File: config.mk
export PLATFORM = sky130hd
export DESIGN_NAME = core
export DESIGN_NICKNAME = d
export VERILOG_FILES = /design/src/source/core_pkg.sv /design/src/source/core.sv /design/src/source/inst_decode.sv /design/src/source/inst_fetch.sv /design/src/source/int_alu.sv /design/src/source/int_regfile.sv /design/src/source/pipe_control.sv
export VERILOG_INCLUDE_DIRS = /design/src /design/src/include
export SDC_FILE = /design/constraint.sdc
export NUM_CORES = 2
export LEC_CHECK = 0
export BUFFER_PORTS_ARGS = -buffer_cell sky130_fd_sc_hd__buf_4
export CORE_ASPECT_RATIO = 0.5
export CORE_MARGIN = 2
export CORE_UTILIZATION = 37
export CTS_BUF_LIST = sky130_fd_sc_hd__clkbuf_4 sky130_fd_sc_hd__clkbuf_8
export CTS_CLUSTER_DIAMETER = 60
export CTS_CLUSTER_SIZE = 25
export DETAILED_ROUTE_END_ITERATION = 8
export PLACE_DENSITY_LB_ADDON = 0.05
export SYNTH_ARGS = -nofsm -noshare
export SYNTH_HDL_FRONTEND = slang
export SYNTH_SLANG_ARGS = --single-unit
File: constraint.sdc
create_clock -name clock -period 4.85 [get_ports clock]
set_clock_uncertainty 0.1 [all_clocks]
set_input_delay 0.2425 -clock clock [delete_from_list [all_inputs] [get_ports clock]]
set_output_delay 0.2425 -clock clock [all_outputs]
set_load 0.01 [all_outputs]
File: src/include/core_config.svh
/* Configuration macros for the RV32I subset core.
   Included by the package and by every RTL file that needs a width or the reset vector. */

`ifndef CORE_CONFIG_SVH
`define CORE_CONFIG_SVH

// data path and address width
`define CORE_XLEN 32

// architectural integer registers, x0 included
`define CORE_REG_COUNT 32

// width of a register index
`define CORE_REG_BITS 5

// one instruction word from the cache
`define CORE_INST_BITS 32

// first fetch address after reset
`define CORE_RESET_PC 32'h00000000

`endif

File: src/source/core_pkg.sv
/* Shared types of the core: instruction views, ALU operations and stage records.
   Imported by the RTL modules and by the testbench. */

`include "core_config.svh"

package core_pkg;

  // R-type field layout
  typedef struct packed {
    logic [6:0]                funct7;
    logic [`CORE_REG_BITS-1:0] rs2;
    logic [`CORE_REG_BITS-1:0] rs1;
    logic [2:0]                funct3;
    logic [`CORE_REG_BITS-1:0] rd;
    logic [6:0]                opcode;
  } r_view_t;

  // I-type layout; B and J immediates are rebuilt from this and the R view
  typedef struct packed {
    logic [11:0]               imm;
    logic [`CORE_REG_BITS-1:0] rs1;
    logic [2:0]                funct3;
    logic [`CORE_REG_BITS-1:0] rd;
    logic [6:0]                opcode;
  } i_view_t;

  typedef union packed {
    r_view_t r_view;
    i_view_t i_view;
  } inst_word_t;

  // branch kinds share the encoding with the arithmetic ops
  typedef enum logic [3:0] {
    ALU_ADD,
    ALU_SUB,
    ALU_AND,
    ALU_OR,
    ALU_XOR,
    ALU_SLT,
    ALU_PASS,
    ALU_BEQ,
    ALU_BNE,
    ALU_JAL
  } alu_op_t;

  // content of the fetch-to-decode register
  typedef struct packed {
    logic                  valid;
    logic [`CORE_XLEN-1:0] pc;
    inst_word_t            inst;
  } fetch_entry_t;

  // decoded micro-op, also the payload of the execute register
  typedef struct packed {
    logic                      valid;
    logic [`CORE_XLEN-1:0]     pc;
    alu_op_t                   alu_op;
    logic [`CORE_REG_BITS-1:0] rs1;
    logic [`CORE_REG_BITS-1:0] rs2;
    logic                      rs1_used;
    logic                      rs2_used;
    logic [`CORE_REG_BITS-1:0] rd;
    logic                      rd_valid;
    logic [`CORE_XLEN-1:0]     imm;
    logic                      use_imm;
  } decode_uop_t;

  // one finished instruction; doubles as the register write-back
  typedef struct packed {
    logic                      valid;
    logic [`CORE_XLEN-1:0]     pc;
    logic [`CORE_REG_BITS-1:0] rd;
    logic                      rd_valid;
    logic [`CORE_XLEN-1:0]     rd_data;
  } retire_t;

endpackage

File: src/source/core.sv
/* Top level of the in-order RV32I subset core.
   Connects pipeline control, fetch, decode, register file and execute, and
   exposes the instruction cache port and the retire port. */

`include "core_config.svh"

module core (
  input  logic                       clock,
  input  logic                       reset,
  input  logic [`CORE_INST_BITS-1:0] icache_data,
  input  logic                       icache_data_valid,
  output logic [`CORE_XLEN-1:0]      icache_addr,
  output core_pkg::retire_t          retire
);

  import core_pkg::*;

  fetch_entry_t          fetch;
  decode_uop_t           uop;
  logic [`CORE_XLEN-1:0] rs1_data;
  logic [`CORE_XLEN-1:0] rs2_data;
  logic [`CORE_XLEN-1:0] redirect_pc;
  logic                  hazard;
  logic                  redirect;
  logic                  issue;
  logic                  fetch_hold;
  logic                  decode_hold;
  logic                  decode_flush;
  logic                  issue_bubble;

  pipe_control u_control (
    .clock             (clock),
    .reset             (reset),
    .icache_data_valid (icache_data_valid),
    .hazard            (hazard),
    .redirect          (redirect),
    .fetch_hold        (fetch_hold),
    .decode_hold       (decode_hold),
    .decode_flush      (decode_flush),
    .issue_bubble      (issue_bubble)
  );

  inst_fetch u_fetch (
    .clock             (clock),
    .reset             (reset),
    .icache_data       (icache_data),
    .icache_data_valid (icache_data_valid),
    .fetch_hold        (fetch_hold),
    .decode_hold       (decode_hold),
    .decode_flush      (decode_flush),
    .redirect          (redirect),
    .redirect_pc       (redirect_pc),
    .icache_addr       (icache_addr),
    .fetch             (fetch)
  );

  inst_decode u_decode (
    .fetch (fetch),
    .uop   (uop)
  );

  int_regfile u_regfile (
    .clock    (clock),
    .reset    (reset),
    .uop      (uop),
    .issue    (issue),
    .retire   (retire),
    .rs1_data (rs1_data),
    .rs2_data (rs2_data),
    .hazard   (hazard)
  );

  int_alu u_alu (
    .clock        (clock),
    .reset        (reset),
    .uop          (uop),
    .rs1_data     (rs1_data),
    .rs2_data     (rs2_data),
    .issue_bubble (issue_bubble),
    .redirect     (redirect),
    .redirect_pc  (redirect_pc),
    .issue        (issue),
    .retire       (retire)
  );

endmodule

File: src/source/inst_decode.sv
/* Combinational decoder for the supported RV32I subset.
   Reads the instruction through both union views, builds the immediates and
   marks sources and destination. Anything unknown leaves as an invalid micro-op. */

`include "core_config.svh"

module inst_decode (
  input  core_pkg::fetch_entry_t fetch,
  output core_pkg::decode_uop_t  uop
);

  import core_pkg::*;

  localparam logic [6:0] OP_REG    = 7'b0110011;
  localparam logic [6:0] OP_IMM    = 7'b0010011;
  localparam logic [6:0] OP_LUI    = 7'b0110111;
  localparam logic [6:0] OP_BRANCH = 7'b1100011;
  localparam logic [6:0] OP_JAL    = 7'b1101111;

  inst_word_t            inst;
  logic [`CORE_XLEN-1:0] i_imm;
  logic [`CORE_XLEN-1:0] u_imm;
  logic [`CORE_XLEN-1:0] b_imm;
  logic [`CORE_XLEN-1:0] j_imm;
  logic                  legal;
  logic                  writes_rd;

  assign inst = fetch.inst;

  assign i_imm = {{(`CORE_XLEN-12){inst.i_view.imm[11]}}, inst.i_view.imm};
  assign u_imm = {inst.r_view.funct7, inst.r_view.rs2, inst.r_view.rs1,
                  inst.r_view.funct3, 12'b0};
  // imm[12] and imm[10:5] sit in funct7, imm[4:1] and imm[11] in the rd field
  assign b_imm = {{(`CORE_XLEN-12){inst.r_view.funct7[6]}}, inst.r_view.rd[0],
                  inst.r_view.funct7[5:0], inst.r_view.rd[4:1], 1'b0};
  // imm[19:12] is the rs1 and funct3 slot of the I view
  assign j_imm = {{(`CORE_XLEN-20){inst.i_view.imm[11]}}, inst.i_view.rs1,
                  inst.i_view.funct3, inst.i_view.imm[0], inst.i_view.imm[10:1], 1'b0};

  always_comb begin
    uop        = '0;
    uop.pc     = fetch.pc;
    uop.rs1    = inst.r_view.rs1;
    uop.rs2    = inst.r_view.rs2;
    uop.rd     = inst.r_view.rd;
    uop.alu_op = ALU_ADD;
    legal      = 1'b1;
    writes_rd  = 1'b0;
    case (inst.r_view.opcode)
      OP_REG: begin
        uop.rs1_used = 1'b1;
        uop.rs2_used = 1'b1;
        writes_rd    = 1'b1;
        case (inst.r_view.funct3)
          3'b000:  uop.alu_op = inst.r_view.funct7[5] ? ALU_SUB : ALU_ADD;
          3'b111:  uop.alu_op = ALU_AND;
          3'b110:  uop.alu_op = ALU_OR;
          3'b100:  uop.alu_op = ALU_XOR;
          3'b010:  uop.alu_op = ALU_SLT;
          default: legal = 1'b0;
        endcase
        // only SUB may carry the alternate funct7
        if (inst.r_view.funct7 != 7'b0000000 &&
            !(inst.r_view.funct7 == 7'b0100000 && inst.r_view.funct3 == 3'b000)) begin
          legal = 1'b0;
        end
      end
      OP_IMM: begin
        uop.rs1_used = 1'b1;
        uop.use_imm  = 1'b1;
        uop.imm      = i_imm;
        writes_rd    = 1'b1;
        legal        = inst.i_view.funct3 == 3'b000;
      end
      OP_LUI: begin
        uop.alu_op  = ALU_PASS;
        uop.use_imm = 1'b1;
        uop.imm     = u_imm;
        writes_rd   = 1'b1;
      end
      OP_BRANCH: begin
        uop.rs1_used = 1'b1;
        uop.rs2_used = 1'b1;
        uop.imm      = b_imm;
        uop.alu_op   = inst.r_view.funct3[0] ? ALU_BNE : ALU_BEQ;
        legal        = inst.r_view.funct3[2:1] == 2'b00;
      end
      OP_JAL: begin
        uop.alu_op = ALU_JAL;
        uop.imm    = j_imm;
        writes_rd  = 1'b1;
      end
      default: legal = 1'b0;
    endcase
    // x0 is never written and never marked busy
    uop.rd_valid = writes_rd && uop.rd != '0;
    uop.valid    = fetch.valid && legal;
  end

endmodule

File: src/source/inst_fetch.sv
/* Fetch stage: program counter, cache address and the fetch-to-decode register.
   A word is taken on a cache strobe unless fetch is held or a redirect is under way. */

`include "core_config.svh"

module inst_fetch (
  input  logic                       clock,
  input  logic                       reset,
  input  logic [`CORE_INST_BITS-1:0] icache_data,
  input  logic                       icache_data_valid,
  input  logic                       fetch_hold,
  input  logic                       decode_hold,
  input  logic                       decode_flush,
  input  logic                       redirect,
  input  logic [`CORE_XLEN-1:0]      redirect_pc,
  output logic [`CORE_XLEN-1:0]      icache_addr,
  output core_pkg::fetch_entry_t     fetch
);

  logic [`CORE_XLEN-1:0] pc;
  logic                  accept;

  // the strobe in a redirect cycle belongs to the wrong path
  assign accept = icache_data_valid & ~fetch_hold & ~redirect;

  // the new target goes out in the same cycle as the redirect
  assign icache_addr = redirect ? redirect_pc : pc;

  always_ff @(posedge clock) begin
    if (reset) begin
      pc <= `CORE_RESET_PC;
    end else if (redirect) begin
      pc <= redirect_pc;
    end else if (accept) begin
      pc <= pc + `CORE_XLEN'(4);
    end
  end

  // payload only moves with an accepted word, so a held entry keeps it
  always_ff @(posedge clock) begin
    if (accept) begin
      fetch.pc   <= pc;
      fetch.inst <= icache_data;
    end
  end

  always_ff @(posedge clock) begin
    if (reset || decode_flush) begin
      fetch.valid <= 1'b0;
    end else if (accept) begin
      fetch.valid <= 1'b1;
    end else if (!decode_hold) begin
      // entry issued this cycle and nothing replaced it
      fetch.valid <= 1'b0;
    end
  end

endmodule

File: src/source/int_alu.sv
/* Execute stage: decode-to-execute register, ALU, branch compare and the
   retire register. A taken branch or a JAL redirects fetch from here. */

`include "core_config.svh"

module int_alu (
  input  logic                  clock,
  input  logic                  reset,
  input  core_pkg::decode_uop_t uop,
  input  logic [`CORE_XLEN-1:0] rs1_data,
  input  logic [`CORE_XLEN-1:0] rs2_data,
  input  logic                  issue_bubble,
  output logic                  redirect,
  output logic [`CORE_XLEN-1:0] redirect_pc,
  output logic                  issue,
  output core_pkg::retire_t     retire
);

  import core_pkg::*;

  decode_uop_t           ex_uop;
  logic [`CORE_XLEN-1:0] ex_rs1;
  logic [`CORE_XLEN-1:0] ex_rs2;
  logic [`CORE_XLEN-1:0] operand_b;
  logic [`CORE_XLEN-1:0] result;
  logic                  taken;

  // the instruction in decode is younger than a redirecting one
  assign issue = uop.valid & ~issue_bubble & ~redirect;

  always_ff @(posedge clock) begin
    ex_uop <= uop;
    ex_rs1 <= rs1_data;
    ex_rs2 <= rs2_data;
    if (reset) begin
      ex_uop.valid <= 1'b0;
    end else begin
      ex_uop.valid <= issue;
    end
  end

  assign operand_b = ex_uop.use_imm ? ex_uop.imm : ex_rs2;

  always_comb begin
    result = '0;
    taken  = 1'b0;
    case (ex_uop.alu_op)
      ALU_ADD:  result = ex_rs1 + operand_b;
      ALU_SUB:  result = ex_rs1 - operand_b;
      ALU_AND:  result = ex_rs1 & operand_b;
      ALU_OR:   result = ex_rs1 | operand_b;
      ALU_XOR:  result = ex_rs1 ^ operand_b;
      ALU_SLT:  result[0] = $signed(ex_rs1) < $signed(operand_b);
      ALU_PASS: result = ex_uop.imm;
      ALU_BEQ:  taken = ex_rs1 == ex_rs2;
      ALU_BNE:  taken = ex_rs1 != ex_rs2;
      ALU_JAL: begin
        // link value
        result = ex_uop.pc + `CORE_XLEN'(4);
        taken  = 1'b1;
      end
      default:  result = '0;
    endcase
  end

  assign redirect    = ex_uop.valid & taken;
  assign redirect_pc = ex_uop.pc + ex_uop.imm;

  always_ff @(posedge clock) begin
    retire.pc       <= ex_uop.pc;
    retire.rd       <= ex_uop.rd;
    retire.rd_valid <= ex_uop.rd_valid;
    retire.rd_data  <= result;
    if (reset) begin
      retire.valid <= 1'b0;
    end else begin
      retire.valid <= ex_uop.valid;
    end
  end

endmodule

File: src/source/int_regfile.sv
/* Integer register file with two read ports, one write port and a busy scoreboard.
   Raises hazard while a used source waits for its producer. Reads see a
   write from the retire port in the same cycle. */

`include "core_config.svh"

module int_regfile (
  input  logic                  clock,
  input  logic                  reset,
  input  core_pkg::decode_uop_t uop,
  input  logic                  issue,
  input  core_pkg::retire_t     retire,
  output logic [`CORE_XLEN-1:0] rs1_data,
  output logic [`CORE_XLEN-1:0] rs2_data,
  output logic                  hazard
);

  // x0 has no storage
  logic [`CORE_XLEN-1:0]      regs [1:`CORE_REG_COUNT-1];
  logic [`CORE_REG_COUNT-1:0] busy;
  logic                       write_en;

  assign write_en = retire.valid & retire.rd_valid;

  function automatic logic [`CORE_XLEN-1:0] read_reg(
    input logic [`CORE_REG_BITS-1:0] idx
  );
    logic [`CORE_XLEN-1:0] value;
    if (idx == '0) begin
      value = '0;
    end else if (write_en && retire.rd == idx) begin
      // write-before-read bypass
      value = retire.rd_data;
    end else begin
      value = regs[idx];
    end
    return value;
  endfunction

  always_comb begin
    rs1_data = read_reg(uop.rs1);
    rs2_data = read_reg(uop.rs2);
  end

  // architectural state starts at zero
  always_ff @(posedge clock) begin
    if (reset) begin
      for (int i = 1; i < `CORE_REG_COUNT; i++) begin
        regs[i] <= '0;
      end
    end else if (write_en) begin
      regs[retire.rd] <= retire.rd_data;
    end
  end

  // Execute is a single stage that always drains, so every busy bit clears on
  // the edge that loads its producer into the retire register.
  always_ff @(posedge clock) begin
    if (reset) begin
      busy <= '0;
    end else begin
      busy <= '0;
      if (issue && uop.rd_valid) begin
        busy[uop.rd] <= 1'b1;
      end
    end
  end

  assign hazard = uop.valid & ((uop.rs1_used & busy[uop.rs1]) |
                               (uop.rs2_used & busy[uop.rs2]));

endmodule

File: src/source/pipe_control.sv
/* Central hold and flush control of the pipeline.
   Holds fetch and decode under a scoreboard hazard, flushes them on a redirect
   and drops the first cache strobe seen after a redirect. */

module pipe_control (
  input  logic clock,
  input  logic reset,
  input  logic icache_data_valid,
  input  logic hazard,
  input  logic redirect,
  output logic fetch_hold,
  output logic decode_hold,
  output logic decode_flush,
  output logic issue_bubble
);

  // high for the one cycle that follows a redirect
  logic discard;
  logic stale_strobe;

  always_ff @(posedge clock) begin
    if (reset) begin
      discard <= 1'b0;
    end else begin
      discard <= redirect;
    end
  end

  // a strobe right after a redirect may still answer the old address
  assign stale_strobe = discard & icache_data_valid;

  // the PC and the cache strobe wait while decode is stuck
  assign fetch_hold = hazard | stale_strobe;

  // a flush wins over a hold since the held instruction is younger than the branch
  assign decode_hold = hazard & ~redirect;

  assign decode_flush = redirect;

  // nothing leaves decode while a source is busy
  assign issue_bubble = hazard;

endmodule

==> run summary <==
The share of post-route cells with drive strength above 1 was 24.5%; the critical path arrival was 4250 ps. IR analysis of the VDD net gives a maximum drop of 233 µV. The later pin in the worst-skew pair is clocked with a latency of 940 ps. The clock net in this run drives a total of 1,375 sinks.

A synthesized cell averages 13.9 µm². The logs give 3 for the H-tree depth reported by CTS and 33 for the number of antenna violations at the first check in global routing. OpenSTA, run right after detailed placement, puts the worst setup slack at 648 ps.

In the final layout, the multi-input gates occupy 0.0330 mm². When the netlist entered floorplanning its net count stood at 5,470. Once detail routing completed, the nets flagged for antenna violations numbered 0. For the number of top-level pins, the log shows 138. The number of hold-slack violations in the final timing report is 0, and the required time at the worst-slack endpoint is 4510 ps. Timing would allow up to 218 MHz. Signed area change from the synthesized netlist to the final layout: 11.2%. In this run the power density over the cells is 361 mW/mm². Clock transition time at the flip-flop clock pins of the worst setup and hold paths: 120 ps.

Detailed placement ended at an HPWL of 180,000 µm. The run gives 0 as the final-report max-slew violation count. The maximum clock path buffer count is 3.

The register bit count reported by yosys is 1,375. After clock tree synthesis, the setup repair step added 0 buffers. The layer with the highest usage was met2.

Once the floorplan was initialized, standard cells occupied 37.3% of the core. The detailed-route wire length per cell came out at 34.3 µm. Of all flip-flops after synthesis, the portion carrying an async set or reset was 0%. For this run, the number of Yosys warnings is 0. The congestion estimate from routability-driven global placement came to 0.883. Measured along the x axis, the die boundary spans 634 µm. For this run, the detailed router's first-pass iteration total came to 6. TritonCTS built the clock tree. The total overflow left after global routing is 0. The worst setup path is launched from a flop. The number of cells on the worst hold path came out at 4.

The largest total area in the synthesized netlist belongs to sky130_fd_sc_hd__edfxtp_1. Across all hold checks on the routed design, the worst slack comes to 227 ps. The final route contains 47,963 vias. For this run, global-route usage on met3 was measured as 5.91%. Met2 usage in global routing: 41.5%. In this run the clock root is driven by a sky130_fd_sc_hd__clkbuf_8. The worst pin sits at a relative slew slack of 6.44%. Among all flip-flop cells after synthesis, the most frequent one is sky130_fd_sc_hd__edfxtp_1. For the pin with the worst max-slew slack, the measured transition is 1400 ps. For this run, the number of standard cells in the final layout without fillers is 8,077. The count of final setup violators is 0, and the final wirelength is 277,000 µm.

In the global route stage, met1 resource usage came out at 39.7%. For this run, design rule violations remaining after detail routing come to 0. Vias per cell: 5.94.

The cell area after synthesis is 0.0733 mm². Across the run, the number of max-cap violations was 0. The floorplan step set the die height to 319 µm.

The design draws 0.0295 W. Synthesis handed over a netlist of 5,294 instances. The run gives 52.4% as the post-synthesis sequential area ratio. By area the synthesized netlist is led by sky130_fd_sc_hd__edfxtp_1 45%, sky130_fd_sc_hd__mux4_2 20%, sky130_fd_sc_hd__and2_1 8.5%, sky130_fd_sc_hd__dfxtp_1 7.8%, sky130_fd_sc_hd__ha_1 2.4%.

In this run, synthesis inferred 1,088 flip-flops with an integrated enable. The critical path capture point type is a primary output. The number of cells traversed by the worst register-to-register path was 13. The run gives 115 as the floorplan row count. The leakage power is 29.7 nW. For the finished layout, the period the worst path requires is 4600 ps. Setup slack on the critical path of the routed design comes to 255 ps. The tightest min-delay check is of the input port to flop type. The number of CTS-inserted buffers came out at 100. The count of nets after finishing was 5,527. The flow ran to the end, and the final reports show no timing, DRC or antenna violations. The total area inside the core boundary comes to 0.197 mm².

Counting tap cells, the placed design contains a total of 7,815 instances. The first global-routing pass estimated 385,000 µm of wire. Port buffering added 137 buffers. The netlist uses 76 different library cells. The number of global-route vias before repair is 48,120. Entering global routing, the biggest net connects 62 pins. The count of routing violations after the opening detailed-route iteration was 5,963. After synthesis, the largest area contributor takes up 44.5% of total cell area. The filler cells instantiated in the layout total 17,967. The area of the die is 0.202 mm², and the highest fanout seen on the critical path is 4. The overall routing resource usage was 27.3%; the storage element area was 0.0385 mm². The setup path with the least slack is of type flop to primary output. Setup repair after global routing left no endpoint under its margin. After routing, the total negative slack on setup checks comes to 0 ps. The final critical path takes up 94.7% of the cycle.
-- per-stage QoR --
| stage | util (%) | area, µm² |
|---|---|---|
| finish | 41.4 | 81600 |
| global route | 41.4 | 81600 |
| CTS | 41.4 | 81500 |
| detailed placement | 39.7 | 78200 |
| global placement | 39.7 | 78200 |
| floorplan | - | 73300 |
-- layout by cell type, fill, tap and decap left out, types with 17 or more instances in the layout --
cell type	count
sky130_fd_sc_hd__mux4_2	653
sky130_fd_sc_hd__mux2i_1	128
sky130_fd_sc_hd__clkbuf_8	102
sky130_fd_sc_hd__ha_1	138
sky130_fd_sc_hd__nor4_1	17
sky130_fd_sc_hd__o22ai_1	28
sky130_fd_sc_hd__nor2_1	262
sky130_fd_sc_hd__buf_4	321
sky130_fd_sc_hd__clkinv_8	28
sky130_fd_sc_hd__a21oi_1	114
sky130_fd_sc_hd__a211oi_1	94
sky130_fd_sc_hd__nor3_1	34
sky130_fd_sc_hd__nor2_4	32
sky130_fd_sc_hd__o21ai_0	79
sky130_fd_sc_hd__edfxtp_1	1088
sky130_fd_sc_hd__xnor2_1	95
sky130_fd_sc_hd__and3_1	23
sky130_fd_sc_hd__a21o_1	56
sky130_fd_sc_hd__o221ai_1	18
sky130_fd_sc_hd__nand3_1	37
sky130_fd_sc_hd__xor2_1	49
sky130_fd_sc_hd__dfxtp_1	268
sky130_fd_sc_hd__inv_1	118
sky130_fd_sc_hd__nand2b_1	21
sky130_fd_sc_hd__buf_12	30
sky130_fd_sc_hd__nand4_1	26
sky130_fd_sc_hd__nor2b_1	25
sky130_fd_sc_hd__mux2_2	29
sky130_fd_sc_hd__or2_2	37
sky130_fd_sc_hd__and2_1	1000
sky130_fd_sc_hd__nand2_1	103
sky130_fd_sc_hd__dlygate4sd3_1	66
sky130_fd_sc_hd__a221oi_1	19
-- cells in the mapped netlist (all sizes together), types with 6 or more instances --
library cell / number
nand3b: 12
and2: 1000
a21o: 56
nand3: 37
clkbuf: 385
and4: 11
o22ai: 28
edfxtp: 1088
a21oi: 114
o31ai: 10
nand4: 26
inv: 119
o21a: 11
o31a: 6
mux2i: 128
o221ai: 20
and3: 23
o21bai: 14
o21ai: 83
a211oi: 95
o211ai: 11
nor3: 36
or2: 37
a22oi: 10
xor2: 49
nor2b: 25
nand2: 104
a31oi: 15
mux4: 653
dfxtp: 287
a221oi: 20
xnor2: 95
nor4: 17
nor2: 297
ha: 138
a22o: 13
buf: 77
or3: 14
mux2: 29
nand2b: 21
-- final cells by class --
| cell class | count | share of cell area [%] |
|---|---|---|
| antenna | 6 | 0.0184 |
| clock buffer | 104 | 1.74 |
| clock inverter | 86 | 1.51 |
| inverter | 119 | 0.548 |
| multi-input combinational | 3338 | 40.5 |
| sequential | 1375 | 47.1 |
| tap | 2632 | 4.04 |
| timing repair buffer | 417 | 4.50 |
-- per-layer routing --
layer / wire, µm / vias to the layer above
li1: - / 20120
met1: 123000 / 25544
met2: 123000 / 1996
met3: 24200 / 303
met4: 7300 / 0
met5: 0 / -
-- state kept, by name, summed over array words and instances, names as in the netlist, named ones only --
register / cells
u_regfile.regs: 1024
u_alu.ex_uop: 76
u_alu.retire: 71
u_fetch.fetch: 65
u_alu.ex_rs1: 32
u_alu.ex_rs2: 32
u_fetch.pc: 32
u_regfile.busy: 32
u_control.discard: 1
-- where the power goes --
group / switching, W / internal (W) / total, W
Clock: 0.00504 / 0.00277 / 0.00781
Sequential: 0.00112 / 0.0133 / 0.0144
Combinational: 0.00464 / 0.00256 / 0.00720
-- worst paths after layout --
kind | startpoint | endpoint | slack, ps
worst max-delay path | u_alu.ex_uop[1] | icache_addr[26] | 250
worst min-delay path | icache_data_valid | u_fetch.fetch[64] | 230
worst max register to register | u_alu.ex_uop[0] | u_alu.retire[27] | 600
worst min register to register | u_alu.ex_uop[33] | u_alu.retire[32] | 240
-- repair_timing --
item | in CTS | in global routing
hold endpoints to repair | 57 | 0
gates resized for setup | 4 | 7
hold buffers | 66 | 0
setup endpoints to repair | 4 | 5
-- critical path, stage by stage, from the launching register on --
cell and delay, ps:
sky130_fd_sc_hd__dfxtp_1 390, sky130_fd_sc_hd__ha_1 280, sky130_fd_sc_hd__fa_1 440, sky130_fd_sc_hd__a211oi_1 330, sky130_fd_sc_hd__o21ai_1 210, sky130_fd_sc_hd__a32oi_2 310, sky130_fd_sc_hd__nor2_1 100, sky130_fd_sc_hd__nor2_2 260
sky130_fd_sc_hd__o21ai_0 210, sky130_fd_sc_hd__a21oi_1 260, sky130_fd_sc_hd__xnor2_1 130, sky130_fd_sc_hd__mux2_2 280, sky130_fd_sc_hd__buf_4 140
-- cells by family (layout without fill, tap and decap cells) --
| kind of cell | after synthesis | in the layout | synth area share, % |
|---|---|---|---|
| and+or+nand+nor | 1680 | 1680 | 13.0 |
| muxes | 810 | 810 | 22.2 |
| buffers and inverters | 581 | 726 | 2.99 |
| DFF | 1375 | 1375 | 52.4 |
| other | 1 | 7 | 0.00511 |
| adders and majority gates | 141 | 141 | 2.44 |
| xor gates and xnor gates | 144 | 144 | 1.72 |
| AOI/OAI and AO/OA | 562 | 562 | 5.26 |
(Power assumes the default switching activity.)
